[src/switch_settings.svh]
`ifndef SWITCH_SETTINGS_SVH
`define SWITCH_SETTINGS_SVH

`define SW_NUM_PORTS        4
`define SW_BUFFER_DEPTH     8
`define SW_TOTAL_NODES      16
`define SW_NODE_ID          5
`define SW_PKT_MAX_LENGTH   127

// Flit layout
`define SW_VC_BIT           40
`define SW_ID_MSB           39
`define SW_ID_LSB           36
`define SW_DEST_MSB         35
`define SW_DEST_LSB         32
`define SW_PAYLOAD_MSB      31
`define SW_PAYLOAD_LSB      0
`define SW_FMT_MSB          31  // Relative to payload
`define SW_FMT_LSB          28

`endif

[src/chiplet_types_pkg.sv]
`include "switch_settings.svh"

package chiplet_types_pkg;

    // vc | id | dest | payload
    typedef logic [`SW_VC_BIT:0] flit_t;

    typedef logic [$clog2(`SW_TOTAL_NODES)-1:0] node_id_t;
    typedef logic [$clog2(`SW_NUM_PORTS)-1:0]   port_idx_t;
    typedef logic [`SW_NUM_PORTS-1:0]           port_mask_t;

    typedef logic [$clog2(`SW_PKT_MAX_LENGTH + 1)-1:0] pkt_len_t;   // Body flits

    // Head formats, from the top nibble of the payload
    typedef enum logic [`SW_FMT_MSB-`SW_FMT_LSB:0] {
        FMT_SHORT_READ  = 4'h1,
        FMT_SHORT_WRITE = 4'h2,   // Length in payload [3:0]
        FMT_LONG_READ   = 4'h3,
        FMT_LONG_WRITE  = 4'h4    // Length in payload [6:0]
    } fmt_t;

    typedef enum logic [1:0] {
        IDLE,
        HEAD,
        BODY
    } arb_state_t;

endpackage

[src/buffers_if.sv]
`timescale 1ns/1ps

`include "switch_settings.svh"

interface buffers_if;
    import chiplet_types_pkg::*;

    logic  [`SW_NUM_PORTS-1:0][1:0] wen;
    logic  [`SW_NUM_PORTS-1:0][1:0] ren;
    flit_t [`SW_NUM_PORTS-1:0]      wdata;  // Shared by both channels of a port
    flit_t [`SW_NUM_PORTS-1:0][1:0] rdata;
    logic  [`SW_NUM_PORTS-1:0][1:0] empty;
    logic  [`SW_NUM_PORTS-1:0][1:0] full;

    modport fifo (
        input  wen, ren, wdata,
        output rdata, empty, full
    );

    modport arb (
        input  rdata, empty,
        output ren
    );

endinterface

[src/vc_buffers.sv]
`timescale 1ns/1ps

`include "switch_settings.svh"

module vc_buffers (
    input logic     clk,
    input logic     n_rst,
    buffers_if.fifo buf_if
);
    import chiplet_types_pkg::*;

    localparam int PTR_W = $clog2(`SW_BUFFER_DEPTH);
    localparam int CNT_W = $clog2(`SW_BUFFER_DEPTH + 1);
    localparam logic [PTR_W-1:0] PTR_LAST = PTR_W'(`SW_BUFFER_DEPTH - 1);

    flit_t            mem   [`SW_NUM_PORTS][2][`SW_BUFFER_DEPTH];
    logic [PTR_W-1:0] wptr  [`SW_NUM_PORTS][2];
    logic [PTR_W-1:0] rptr  [`SW_NUM_PORTS][2];
    logic [CNT_W-1:0] count [`SW_NUM_PORTS][2];

    always_ff @(posedge clk) begin
        for (int p = 0; p < `SW_NUM_PORTS; p++) begin
            for (int v = 0; v < 2; v++) begin
                if (buf_if.wen[p][v]) begin
                    mem[p][v][wptr[p][v]] <= buf_if.wdata[p];
                end
            end
        end
    end

    always_ff @(posedge clk, negedge n_rst) begin
        if (!n_rst) begin
            for (int p = 0; p < `SW_NUM_PORTS; p++) begin
                for (int v = 0; v < 2; v++) begin
                    wptr[p][v]  <= '0;
                    rptr[p][v]  <= '0;
                    count[p][v] <= '0;
                end
            end
        end else begin
            for (int p = 0; p < `SW_NUM_PORTS; p++) begin
                for (int v = 0; v < 2; v++) begin
                    if (buf_if.wen[p][v]) begin
                        wptr[p][v] <= (wptr[p][v] == PTR_LAST) ? '0 : wptr[p][v] + 1'b1;
                    end
                    if (buf_if.ren[p][v]) begin
                        rptr[p][v] <= (rptr[p][v] == PTR_LAST) ? '0 : rptr[p][v] + 1'b1;
                    end
                    case ({buf_if.wen[p][v], buf_if.ren[p][v]})
                        2'b10:   count[p][v] <= count[p][v] + 1'b1;
                        2'b01:   count[p][v] <= count[p][v] - 1'b1;
                        default: count[p][v] <= count[p][v];  // Both or neither
                    endcase
                end
            end
        end
    end

    always_comb begin
        for (int p = 0; p < `SW_NUM_PORTS; p++) begin
            for (int v = 0; v < 2; v++) begin
                buf_if.rdata[p][v] = mem[p][v][rptr[p][v]];   // First-word fall-through
                buf_if.empty[p][v] = (count[p][v] == '0);
                buf_if.full[p][v]  = (count[p][v] == CNT_W'(`SW_BUFFER_DEPTH));
            end
        end
    end

endmodule

[src/input_arbiter.sv]
`timescale 1ns/1ps

`include "switch_settings.svh"

module input_arbiter (
    input  logic                                   clk,
    input  logic                                   n_rst,
    buffers_if.arb                                 buf_if,
    output chiplet_types_pkg::flit_t [`SW_NUM_PORTS-1:0] head_flit,
    output chiplet_types_pkg::port_mask_t          head_valid,
    output chiplet_types_pkg::port_mask_t          req,
    output chiplet_types_pkg::port_mask_t          tail,
    output chiplet_types_pkg::flit_t [`SW_NUM_PORTS-1:0] cur_flit,
    input  chiplet_types_pkg::port_mask_t          pop
);
    import chiplet_types_pkg::*;

    localparam int FMT_BASE = `SW_PAYLOAD_LSB;

    arb_state_t                state     [`SW_NUM_PORTS];
    pkt_len_t                  remaining [`SW_NUM_PORTS];
    pkt_len_t                  head_len  [`SW_NUM_PORTS];
    logic [`SW_NUM_PORTS-1:0]  sel_vc;
    logic [`SW_NUM_PORTS-1:0]  last_vc;
    logic [`SW_NUM_PORTS-1:0]  pick_vc;

    always_comb begin
        fmt_t fmt;
        for (int p = 0; p < `SW_NUM_PORTS; p++) begin
            cur_flit[p] = buf_if.rdata[p][sel_vc[p]];
            fmt = fmt_t'(cur_flit[p][FMT_BASE+`SW_FMT_MSB:FMT_BASE+`SW_FMT_LSB]);
            case (fmt)
                FMT_SHORT_WRITE: head_len[p] = pkt_len_t'(cur_flit[p][FMT_BASE +: 4]);
                FMT_LONG_WRITE:  head_len[p] = cur_flit[p][FMT_BASE +: 7];
                default:         head_len[p] = '0;   // Reads and unknown codes
            endcase

            // Alternate when both channels wait
            if (!buf_if.empty[p][0] && !buf_if.empty[p][1]) begin
                pick_vc[p] = !last_vc[p];
            end else begin
                pick_vc[p] = buf_if.empty[p][0];
            end

            head_valid[p] = (state[p] == HEAD);
            head_flit[p]  = head_valid[p] ? cur_flit[p] : '0;
            // Only while the chosen channel actually holds the next flit
            req[p]  = (state[p] != IDLE) && !buf_if.empty[p][sel_vc[p]];
            tail[p] = ((state[p] == HEAD) && (head_len[p] == '0)) ||
                      ((state[p] == BODY) && (remaining[p] == pkt_len_t'(1)));

            buf_if.ren[p][0] = pop[p] && !sel_vc[p];
            buf_if.ren[p][1] = pop[p] && sel_vc[p];
        end
    end

    always_ff @(posedge clk, negedge n_rst) begin
        if (!n_rst) begin
            sel_vc  <= '0;
            last_vc <= '1;   // VC 0 wins the first tie
            for (int p = 0; p < `SW_NUM_PORTS; p++) begin
                state[p]     <= IDLE;
                remaining[p] <= '0;
            end
        end else begin
            for (int p = 0; p < `SW_NUM_PORTS; p++) begin
                case (state[p])
                    IDLE: begin
                        if (!(&buf_if.empty[p])) begin
                            state[p]   <= HEAD;
                            sel_vc[p]  <= pick_vc[p];
                            last_vc[p] <= pick_vc[p];
                        end
                    end
                    HEAD: begin
                        if (pop[p]) begin
                            remaining[p] <= head_len[p];
                            state[p]     <= (head_len[p] == '0) ? IDLE : BODY;
                        end
                    end
                    BODY: begin
                        if (pop[p]) begin
                            remaining[p] <= remaining[p] - 1'b1;
                            if (remaining[p] == pkt_len_t'(1)) begin
                                state[p] <= IDLE;
                            end
                        end
                    end
                    default: state[p] <= IDLE;
                endcase
            end
        end
    end

endmodule

[src/route_compute.sv]
`timescale 1ns/1ps

`include "switch_settings.svh"

module route_compute (
    input  logic                                           clk,
    input  logic                                           n_rst,
    input  chiplet_types_pkg::flit_t [`SW_NUM_PORTS-1:0]   head_flit,
    input  chiplet_types_pkg::port_mask_t                  head_valid,
    input  logic                                           cfg_wen,
    input  chiplet_types_pkg::node_id_t                    cfg_node,
    input  chiplet_types_pkg::port_idx_t                   cfg_port,
    output chiplet_types_pkg::port_mask_t [`SW_NUM_PORTS-1:0] out_req
);
    import chiplet_types_pkg::*;

    port_idx_t route_table [`SW_TOTAL_NODES];

    always_ff @(posedge clk, negedge n_rst) begin
        if (!n_rst) begin
            for (int n = 0; n < `SW_TOTAL_NODES; n++) begin
                if (n == `SW_NODE_ID) begin
                    route_table[n] <= '0;   // Local port
                end else begin
                    route_table[n] <= port_idx_t'(n % (`SW_NUM_PORTS - 1) + 1);
                end
            end
        end else if (cfg_wen) begin
            route_table[cfg_node] <= cfg_port;
        end
    end

    // One-hot output request per valid head
    always_comb begin
        node_id_t dest;
        for (int p = 0; p < `SW_NUM_PORTS; p++) begin
            dest = head_flit[p][`SW_DEST_MSB:`SW_DEST_LSB];
            if (head_valid[p]) begin
                out_req[p] = port_mask_t'(1) << route_table[dest];
            end else begin
                out_req[p] = '0;
            end
        end
    end

endmodule

[src/switch_allocator.sv]
`timescale 1ns/1ps

`include "switch_settings.svh"

module switch_allocator (
    input  logic                                              clk,
    input  logic                                              n_rst,
    input  chiplet_types_pkg::port_mask_t [`SW_NUM_PORTS-1:0] out_req,
    input  chiplet_types_pkg::port_mask_t                     req,
    input  chiplet_types_pkg::port_mask_t                     tail,
    input  chiplet_types_pkg::port_mask_t                     out_hold,
    output chiplet_types_pkg::port_mask_t                     pop,
    output chiplet_types_pkg::port_idx_t [`SW_NUM_PORTS-1:0]  sel,
    output chiplet_types_pkg::port_mask_t                     enable
);
    import chiplet_types_pkg::*;

    port_mask_t                    locked;   // Output owned by a packet
    port_idx_t [`SW_NUM_PORTS-1:0] rr_ptr;   // Last input served
    port_idx_t [`SW_NUM_PORTS-1:0] next_in;
    port_mask_t                    found;

    // Nearest requester after the pointer wins, so scan from the far end
    always_comb begin
        port_idx_t cand;
        next_in = rr_ptr;
        found   = '0;
        for (int o = 0; o < `SW_NUM_PORTS; o++) begin
            for (int k = `SW_NUM_PORTS; k >= 1; k--) begin
                cand = port_idx_t'((int'(rr_ptr[o]) + k) % `SW_NUM_PORTS);
                if (req[cand] && out_req[cand][o]) begin
                    next_in[o] = cand;
                    found[o]   = 1'b1;
                end
            end
        end
    end

    always_comb begin
        pop = '0;
        for (int o = 0; o < `SW_NUM_PORTS; o++) begin
            enable[o] = locked[o] && req[sel[o]] && !out_hold[o];
            if (enable[o]) begin
                pop[sel[o]] = 1'b1;
            end
        end
    end

    always_ff @(posedge clk, negedge n_rst) begin
        if (!n_rst) begin
            locked <= '0;
            sel    <= '0;
            rr_ptr <= '1;   // Port 0 first
        end else begin
            for (int o = 0; o < `SW_NUM_PORTS; o++) begin
                if (!locked[o]) begin
                    if (found[o]) begin
                        locked[o] <= 1'b1;
                        sel[o]    <= next_in[o];
                        rr_ptr[o] <= next_in[o];
                    end
                end else if (enable[o] && tail[sel[o]]) begin
                    locked[o] <= 1'b0;   // Tail leaves this cycle
                end
            end
        end
    end

endmodule

[src/crossbar.sv]
`timescale 1ns/1ps

`include "switch_settings.svh"

module crossbar (
    input  logic                                             clk,
    input  logic                                             n_rst,
    input  chiplet_types_pkg::flit_t [`SW_NUM_PORTS-1:0]     cur_flit,
    input  chiplet_types_pkg::port_idx_t [`SW_NUM_PORTS-1:0] sel,
    input  chiplet_types_pkg::port_mask_t                    enable,
    output chiplet_types_pkg::flit_t [`SW_NUM_PORTS-1:0]     out_flit,
    output chiplet_types_pkg::port_mask_t                    data_ready_out
);

    always_ff @(posedge clk, negedge n_rst) begin
        if (!n_rst) begin
            data_ready_out <= '0;
        end else begin
            data_ready_out <= enable;
        end
    end

    // Flit holds between transfers
    always_ff @(posedge clk) begin
        for (int o = 0; o < `SW_NUM_PORTS; o++) begin
            if (enable[o]) begin
                out_flit[o] <= cur_flit[sel[o]];
            end
        end
    end

endmodule

[src/switch.sv]
`timescale 1ns/1ps

`include "switch_settings.svh"

module switch (
    input  logic                                           clk,
    input  logic                                           n_rst,
    input  chiplet_types_pkg::flit_t [`SW_NUM_PORTS-1:0]   in_flit,
    input  chiplet_types_pkg::port_mask_t                  data_ready_in,
    output logic [`SW_NUM_PORTS-1:0][1:0]                  buffer_available,
    input  chiplet_types_pkg::port_mask_t                  out_hold,
    input  logic                                           cfg_wen,
    input  chiplet_types_pkg::node_id_t                    cfg_node,
    input  chiplet_types_pkg::port_idx_t                   cfg_port,
    output chiplet_types_pkg::flit_t [`SW_NUM_PORTS-1:0]   out_flit,
    output chiplet_types_pkg::port_mask_t                  data_ready_out
);
    import chiplet_types_pkg::*;

    flit_t      [`SW_NUM_PORTS-1:0] head_flit;
    flit_t      [`SW_NUM_PORTS-1:0] cur_flit;
    port_mask_t [`SW_NUM_PORTS-1:0] out_req;
    port_idx_t  [`SW_NUM_PORTS-1:0] sel;
    port_mask_t head_valid;
    port_mask_t req;
    port_mask_t tail;
    port_mask_t pop;
    port_mask_t enable;

    buffers_if buf_if ();

    assign buf_if.wdata     = in_flit;
    assign buffer_available = ~buf_if.full;

    // Steer each strobe to the channel named in the flit
    always_comb begin
        for (int p = 0; p < `SW_NUM_PORTS; p++) begin
            buf_if.wen[p][0] = data_ready_in[p] && !in_flit[p][`SW_VC_BIT];
            buf_if.wen[p][1] = data_ready_in[p] && in_flit[p][`SW_VC_BIT];
        end
    end

    vc_buffers u_buffers (
        .clk    (clk),
        .n_rst  (n_rst),
        .buf_if (buf_if.fifo)
    );

    input_arbiter u_arbiter (
        .clk        (clk),
        .n_rst      (n_rst),
        .buf_if     (buf_if.arb),
        .head_flit  (head_flit),
        .head_valid (head_valid),
        .req        (req),
        .tail       (tail),
        .cur_flit   (cur_flit),
        .pop        (pop)
    );

    route_compute u_route (
        .clk        (clk),
        .n_rst      (n_rst),
        .head_flit  (head_flit),
        .head_valid (head_valid),
        .cfg_wen    (cfg_wen),
        .cfg_node   (cfg_node),
        .cfg_port   (cfg_port),
        .out_req    (out_req)
    );

    switch_allocator u_alloc (
        .clk      (clk),
        .n_rst    (n_rst),
        .out_req  (out_req),
        .req      (req),
        .tail     (tail),
        .out_hold (out_hold),
        .pop      (pop),
        .sel      (sel),
        .enable   (enable)
    );

    crossbar u_crossbar (
        .clk            (clk),
        .n_rst          (n_rst),
        .cur_flit       (cur_flit),
        .sel            (sel),
        .enable         (enable),
        .out_flit       (out_flit),
        .data_ready_out (data_ready_out)
    );

endmodule

[config.mk]
export PLATFORM = sky130hd
export DESIGN_NAME = switch
export DESIGN_NICKNAME = d
export VERILOG_FILES = /design/src/chiplet_types_pkg.sv /design/src/buffers_if.sv /design/src/vc_buffers.sv /design/src/input_arbiter.sv /design/src/route_compute.sv /design/src/switch_allocator.sv /design/src/crossbar.sv /design/src/switch.sv
export VERILOG_INCLUDE_DIRS = /design/src
export SDC_FILE = /design/constraint.sdc
export NUM_CORES = 2
export LEC_CHECK = 0
export BUFFER_PORTS_ARGS = -buffer_cell sky130_fd_sc_hd__buf_2
export CAP_MARGIN = 20
export CORE_MARGIN = 2
export CORE_UTILIZATION = 45
export DETAILED_ROUTE_END_ITERATION = 6
export GPL_TIMING_DRIVEN = 0
export SETUP_SLACK_MARGIN = 0.3
export SLEW_MARGIN = 25
export SYNTH_ARGS = -nofsm -noshare
export SYNTH_HDL_FRONTEND = slang
export SYNTH_SLANG_ARGS = --single-unit
export TNS_END_PERCENT = 1
[constraint.sdc]
create_clock -name clk -period 6.84 [get_ports clk]
set_clock_uncertainty 0.15 [all_clocks]
set_input_delay 0 -clock clk [delete_from_list [all_inputs] [get_ports clk]]
set_output_delay 0 -clock clk [all_outputs]
set_load 0.05 [all_outputs]
# After elaboration in Yosys (flattened, before gate mapping)
# Memories as Yosys holds them, arrays and structs flattened.
# Cells that the tools add are included.
# W data, S select, Z words.
# op_classes
addsub,52
n_lt_le_gt_ge,58
eq_ne,76
shift,4
n_mux,307
bitwise,33
reduce_logical,157
# op_table
cell,n
$mux W328,8
$mux W41,36
$bmux W41 S3,8
$demux W41 S3,8
$bmux W41 S2,4
$mux W36,4
$bmux W4 S2,16
$pmux W7 S2,8
$mux W2,49
$mux W1,80
$logic_and A1 B1 Y1,73
$ge A4 B4 Y1 const B,16
$not A3 Y4,16
$pmux W4 S2,8
$lt A2 B3 Y1 const B,20
$mux W3,20
$mux W7,8
$add A3 B1 Y3 const B,16
$bmux W1 S2,24
$eq A3 B3 Y1 const B,16
$mux W4,12
$add A4 B1 Y4 const B,8
$bmux W2 S4,4
$bwmux W32,1
34 further kinds,224
# word_totals
register_bits,344
ram_bits,2624
in_bits,181
out_inout_bits,176
wordCells,758
memories,1
# mem_list
memory,depth,width,read_ports,rd_clocked_by_memory_dff,write_ports,line_no,rtl
u_buffers.mem,4,656,4,0,4,vc_buffers.sv:16,flit_t mem [`SW_NUM_PORTS][2][`SW_BUFFER_DEPTH];

# Logic depth before layout (Yosys ltp)
# depth
depth_word,22
mapped_depth,19
mapped_depth_nobuf,17

# Modules after synthesis
# Synthesis repeated with hierarchy kept, for this count alone.
# unflattened
hier_cells,5829
area_unflattened_um2,123071.8
# modules_own_cells
module,instances,cells_per_inst,area_each_um2,seq_area_each_um2
vc_buffers,1,4265,103255.3,80797.5
crossbar,1,372,9193.8,5024.8
input_arbiter,1,754,6134.6,1106.1
route_compute,1,237,2728.9,824.5
switch_allocator,1,185,1679.1,510.5
switch,1,16,80.1,0.0

# Worst setup path before layout
# Ideal clock, no wire load.
# synth_timing
kind,register to register
startpoint,register u_arbiter.sel_vc[2]
endpoint,register u_buffers.count[3] in the netlist's numbering
setup_ps,125
t_arrival_ps,5596
t_required_ps,6565
setup_slack_ps,969
path_stages_with_launch,19
path_buffers,2
synth_period_minus_slack_ps,5871
cell_sequence,dfrtp_1 clkbuf_1 inv_1 nor2_1 nor3_1 nand2_1 a311o_1 a21oi_1 nand3_1 o2111ai_1 and2_1 clkbuf_1 ha_1 ha_1 a21o_1 a21oi_1 xnor2_1 nor2_1 xor2_1
# synth_lines
element,line_no,rtl
"start, declared",input_arbiter.sv:23,logic [`SW_NUM_PORTS-1:0] sel_vc;
"start signal, assigned by index",input_arbiter.sv:71,sel_vc[p] <= pick_vc[p];
"end signal, assigned by index",vc_buffers.sv:50,2'b10: count[p][v] <= count[p][v] + 1'b1;
"end signal, assigned by index",vc_buffers.sv:51,2'b01: count[p][v] <= count[p][v] - 1'b1;
"end signal, assigned by index",vc_buffers.sv:52,default: count[p][v] <= count[p][v];
"end, declared",vc_buffers.sv:19,logic [CNT_W-1:0] count [`SW_NUM_PORTS][2];

# Worst setup path in the final report
# layout_timing
startpoint,register u_buffers.rptr[7] in the netlist's numbering
endpoint,register u_crossbar.out_flit[101] in the netlist's numbering (data pin)
# layout_between
elab_chain_cells,8
# layout_rtl
element,line_no,rtl
"start, declared",vc_buffers.sv:18,logic [PTR_W-1:0] rptr [`SW_NUM_PORTS][2];
"start signal, assigned by index",vc_buffers.sv:47,rptr[p][v] <= (rptr[p][v] == PTR_LAST) ? '0 : rptr[p][v] + 1'b1;
$not A3 Y4 (implied by the code),vc_buffers.sv:62,buf_if.rdata[p][v] = mem[p][v][rptr[p][v]];
$bmux W41 S3,vc_buffers.sv:62,
$mux W41 (implied by the code) (2 in a row),vc_buffers.sv:62,
$mux W41 (implied by the code) (2 in a row),input_arbiter.sv:30,cur_flit[p] = buf_if.rdata[p][sel_vc[p]];
$bmux W41 S2,crossbar.sv:27,out_flit[o] <= cur_flit[sel[o]];
$mux W41 (implied by the code),crossbar.sv:27,
"end signal, assigned by index",crossbar.sv:27,
"end, declared",crossbar.sv:11,"output chiplet_types_pkg::flit_t [`SW_NUM_PORTS-1:0] out_flit,"
# Every way passes these cells. The select of a mux whose other input is x is not followed.
# A chain may end at the register's enable or synchronous reset.

==> results.py <==
metrics = {
    "status": {
        "outcome": "finished clean",
    },
    "synthesis": {
        "ys_warn_count": 0,
        "synth-seq-cells": 2968,
        "synth.avg_cell_area_um2": 20.0,
        "synth_fa_ha_area_share_pct": 0.882,
        "ys_seq_area_share_pct": 72.7,
        "synth_top_family_by_area": "multiplexers",
        "synth_ff_type": "edfxtp_1",
        "synth-compound-area-share_pct": 3.73,
        "async_reset_ff_share_pct": 6.06,
        "synthCells": 6055,
        "synth_nets": 6318,
        "synth_xor_area_share_pct": 0.281,
        "muxShareOfSynthArea_pct": 17.8,
        "yosysUniqueCellTypes": 99,
        "synth-simple-area-share_pct": 3.25,
        "synth_edf_count": 2788,
        "synth_area_mm2": 0.121,
    },
    "clock_tree": {
        "insertion_delay_ns": 0.93,
        "clockBufferDepth": 4,
        "cts_tree": "built",
        "cts_resized": 0,
        "post_cts_buffers": 0,
        "cts-root-buf": "clkbuf_16",
        "cts_buffers": 316,
        "clock-sinks": 2968,
        "htreeDepth": 5,
        "clkTransAtPathRegs_ns": 0.06,
        "hold_buffers": 362,
    },
    "worst_setup_path": {
        "crit_path_max_incr_delay_ns": 0.89,
        "cp_num_cells": 9,
        "cp-start-kind": "flip-flop",
        "worstSetupPathType": "flip-flop to flip-flop",
        "cp_slowest_cell": "clkbuf_1",
        "critical_path.max_fanout": 10,
        "rr_endpoint": "u_crossbar.out_flit[101]$_DFFE_PN_",
        "endpoint_kind": "flip-flop",
        "arrival_ns": 6.38,
        "crit_family": "buffers and inverters",
        "critPathBufInv": 5,
        "rr_startpoint": "u_buffers.rptr[7]$_DFFE_PN0P_",
        "reg2reg_slack_ns": 1.08,
        "required_ns": 7.46,
        "rr_worst_depth": 9,
        "cp_common_cell": "clkbuf_1",
        "cp_cell_sequence": "buf_2 -> buf_1 -> clkbuf_1 -> clkbuf_1 -> clkbuf_1 -> mux4_2 -> mux2i_1 -> a21oi_1 -> mux4_2",
    },
    "route": {
        "drtPass1Iterations": 6,
        "postRouteAntennaNets": 0,
        "drt_iter0_markers": 8289,
        "dr_total_vias": 68059,
        "totalWireLength_mm": 365,
        "avgRoutedWirePerCell_um": 32.2,
        "via_per_inst": 6.00,
        "drc_errors": 0,
    },
    "cells_and_area": {
        "layout_common_cells": "2788 x edfxtp_1, 816 x mux4_2, 498 x buf_2, 361 x dlygate4sd3_1, 324 x clkbuf_16",
        "final_common_cell": "edfxtp_1",
        "final_area_mm2": 0.146,
        "drive_above_1_share_pct": 31.0,
        "nets": 7765,
        "fillCellCount": 20737,
        "syn_to_final_growth_pct": 20.6,
    },
    "placement": {
        "place_congestion": 0.927,
        "port_buffers": 356,
        "placed_cell_area_mm2": 0.132,
        "dp_hpwl_mm": 263,
        "post-place-ws_ns": 1.13,
    },
    "timing": {
        "setup_viol": 0,
        "rsz0062_at_grt": "no",
        "drv_slew": 0,
        "finalCriticalPeriod_ns": 5.76,
        "finalCritPeriodShare_pct": 84.2,
        "max_freq_mhz": 174,
        "worst_pin_slew_ns": 1.20,
        "layout_setup_ws_ns": 1.08,
        "relSlewSlack_pct": 20.1,
        "finalHoldViolations": 0,
    },
    "global_route": {
        "grtUsageTotal_pct": 26.5,
        "grt_pass1_vias": 67813,
        "grt_first_pass_wirelength_mm": 512,
        "grt_max_degree": 85,
        "antenna_found_initial": 52,
        "grt_overflow": 0,
    },
    "floorplan": {
        "chipWidth_um": 523,
        "dieHeight_um": 523,
        "coreArea_mm2": 0.268,
        "rows": 190,
        "fp.dieArea_mm2": 0.274,
        "start_util_pct": 45.3,
        "io_pins": 357,
    },
    "min_path": {
        "worstHoldStart": "cfg_node[3]",
        "hp-class": "primary input to flip-flop",
        "holdPathEnd": "u_route.route_table[30]$_DFFE_PN1P_",
        "hold_depth": 5,
    },
    "pwr": {
        "ir_drop_v": 0.000317,
        "power_leakage_nw": 48.6,
        "power.density_mw_per_mm2": 463,
    },
    "job": {
        "cap_violations": 0,
    },
}
-- tightest hold or removal path, cell delays in order --
cell and delay [ns]:
dlygate4sd3_1 0.60, buf_2 0.20, nor2_1 0.08, nand2_1 0.09, mux2_2 0.16
-- metal layers --
metal	part of all wire (%)	wire length, µm	up-vias	global-route usage, %
met5	0.043	158	-	0
met3	6.9	25300	689	3.63
met2	47	172000	2957	41.6
li1	-	-	28183	-
met4	6.2	22700	26	14.3
met1	40	145000	36204	36.1
-- cells by family after synthesis --
family | after synthesis
buffers and inverters | 407
adders and majority gates | 82
and+or+nand+nor | 752
AOI/OAI and AO/OA | 680
xor gates and xnor gates | 39
DFF | 2968
muxes | 1127
-- synthesized netlist by cell type (11+ instances only) --
cell / n / area share [%]
ha_1: 76 / 0.78
nor2b_1: 164 / 0.85
o211ai_1: 12 / 0.074
mux4_2: 816 / 15
inv_1: 70 / 0.22
nand3b_1: 12 / 0.074
a21o_1: 30 / 0.19
nand2_1: 168 / 0.52
a21oi_1: 218 / 0.90
clkbuf_1: 210 / 0.65
buf_1: 71 / 0.22
nand2b_1: 40 / 0.21
mux2_2: 74 / 0.69
mux2i_1: 232 / 1.9
nand3_1: 31 / 0.13
dfrtp_1: 149 / 3.1
dfstp_2: 31 / 0.67
a22o_1: 13 / 0.094
a211oi_1: 160 / 0.99
a22oi_1: 17 / 0.11
nor3b_1: 11 / 0.068
xnor2_1: 18 / 0.13
and2_1: 15 / 0.077
nor4_1: 25 / 0.13
edfxtp_1: 2788 / 69
nor3_1: 100 / 0.41
o21ai_0: 81 / 0.33
buf_2: 34 / 0.14
xor2_1: 21 / 0.15
nor2_1: 125 / 0.39
a31oi_1: 14 / 0.072
-- where the power goes --
group	internal, mW	switching [mW]	leakage (nW)
Clock	9.88	7.29	4.99
Sequential	22.4	1.58	27.4
Combinational	9.88	16.7	16.2
-- flip-flops by register name (all words and copies together) (netlist names) --
register / cells
u_alloc.locked: 4
u_alloc.rr_ptr: 8
u_alloc.sel: 8
u_arbiter.last_vc: 4
u_arbiter.remaining: 28
u_arbiter.sel_vc: 4
u_arbiter.state: 8
u_buffers.count: 32
u_buffers.mem: 2624
u_buffers.rptr: 24
u_buffers.wptr: 24
u_crossbar.data_ready_out: 4
u_crossbar.out_flit: 164
u_route.route_table: 32
-- how the worst max path moves through the flow --
stage,start,endpoint,slack [ns]
global route,u_arbiter.sel_vc[1]$_DFFE_PN0P_,u_buffers.count[14]$_DFFE_PN0P_,0.95
CTS,u_buffers.rptr[7]$_DFFE_PN0P_,u_crossbar.out_flit[138]$_DFFE_PP_,1.13
detailed placement,u_buffers.rptr[7]$_DFFE_PN0P_,u_crossbar.out_flit[138]$_DFFE_PP_,1.13
global placement,in_flit[163],u_buffers.mem[3][314]$_DFFE_PP_,-4.28
floorplan,u_arbiter.sel_vc[2]$_DFFE_PN0P_,u_buffers.count[3]$_DFFE_PN0P_,0.97
finish,u_buffers.rptr[7]$_DFFE_PN0P_,u_crossbar.out_flit[101]$_DFFE_PN_,1.08
-- area by class of cell --
type | count | area, µm² | share of cell area (%)
clock buffers | 414 | 8590 | 5.86
clock inverters | 160 | 1770 | 1.21
flip-flops and latches | 2968 | 88300 | 60.3
diodes | 30 | 75.1 | 0.0513
plain buffers | 324 | 1390 | 0.948
repair buffers | 1129 | 9440 | 6.45
multi-input cells | 2680 | 32100 | 22.0
well taps | 3552 | 4440 | 3.04
inverters | 83 | 312 | 0.213
-- stage by stage --
step	instances	hold WS (ns)	utilization (%)	TNS (ns)	total power, mW
global route	11328	0.119	54.6	0	70.0
floorplan	6055	-0.446	-	0	40.0
detailed placement	10374	-0.240	49.3	0	50.6
finish	11340	0.107	54.6	0	67.8
global placement	9963	0.202	47.6	-3369.41	49.6
CTS	11310	0.0207	54.6	0	67.9
Note: power is estimated with default switching activity, not from simulation.
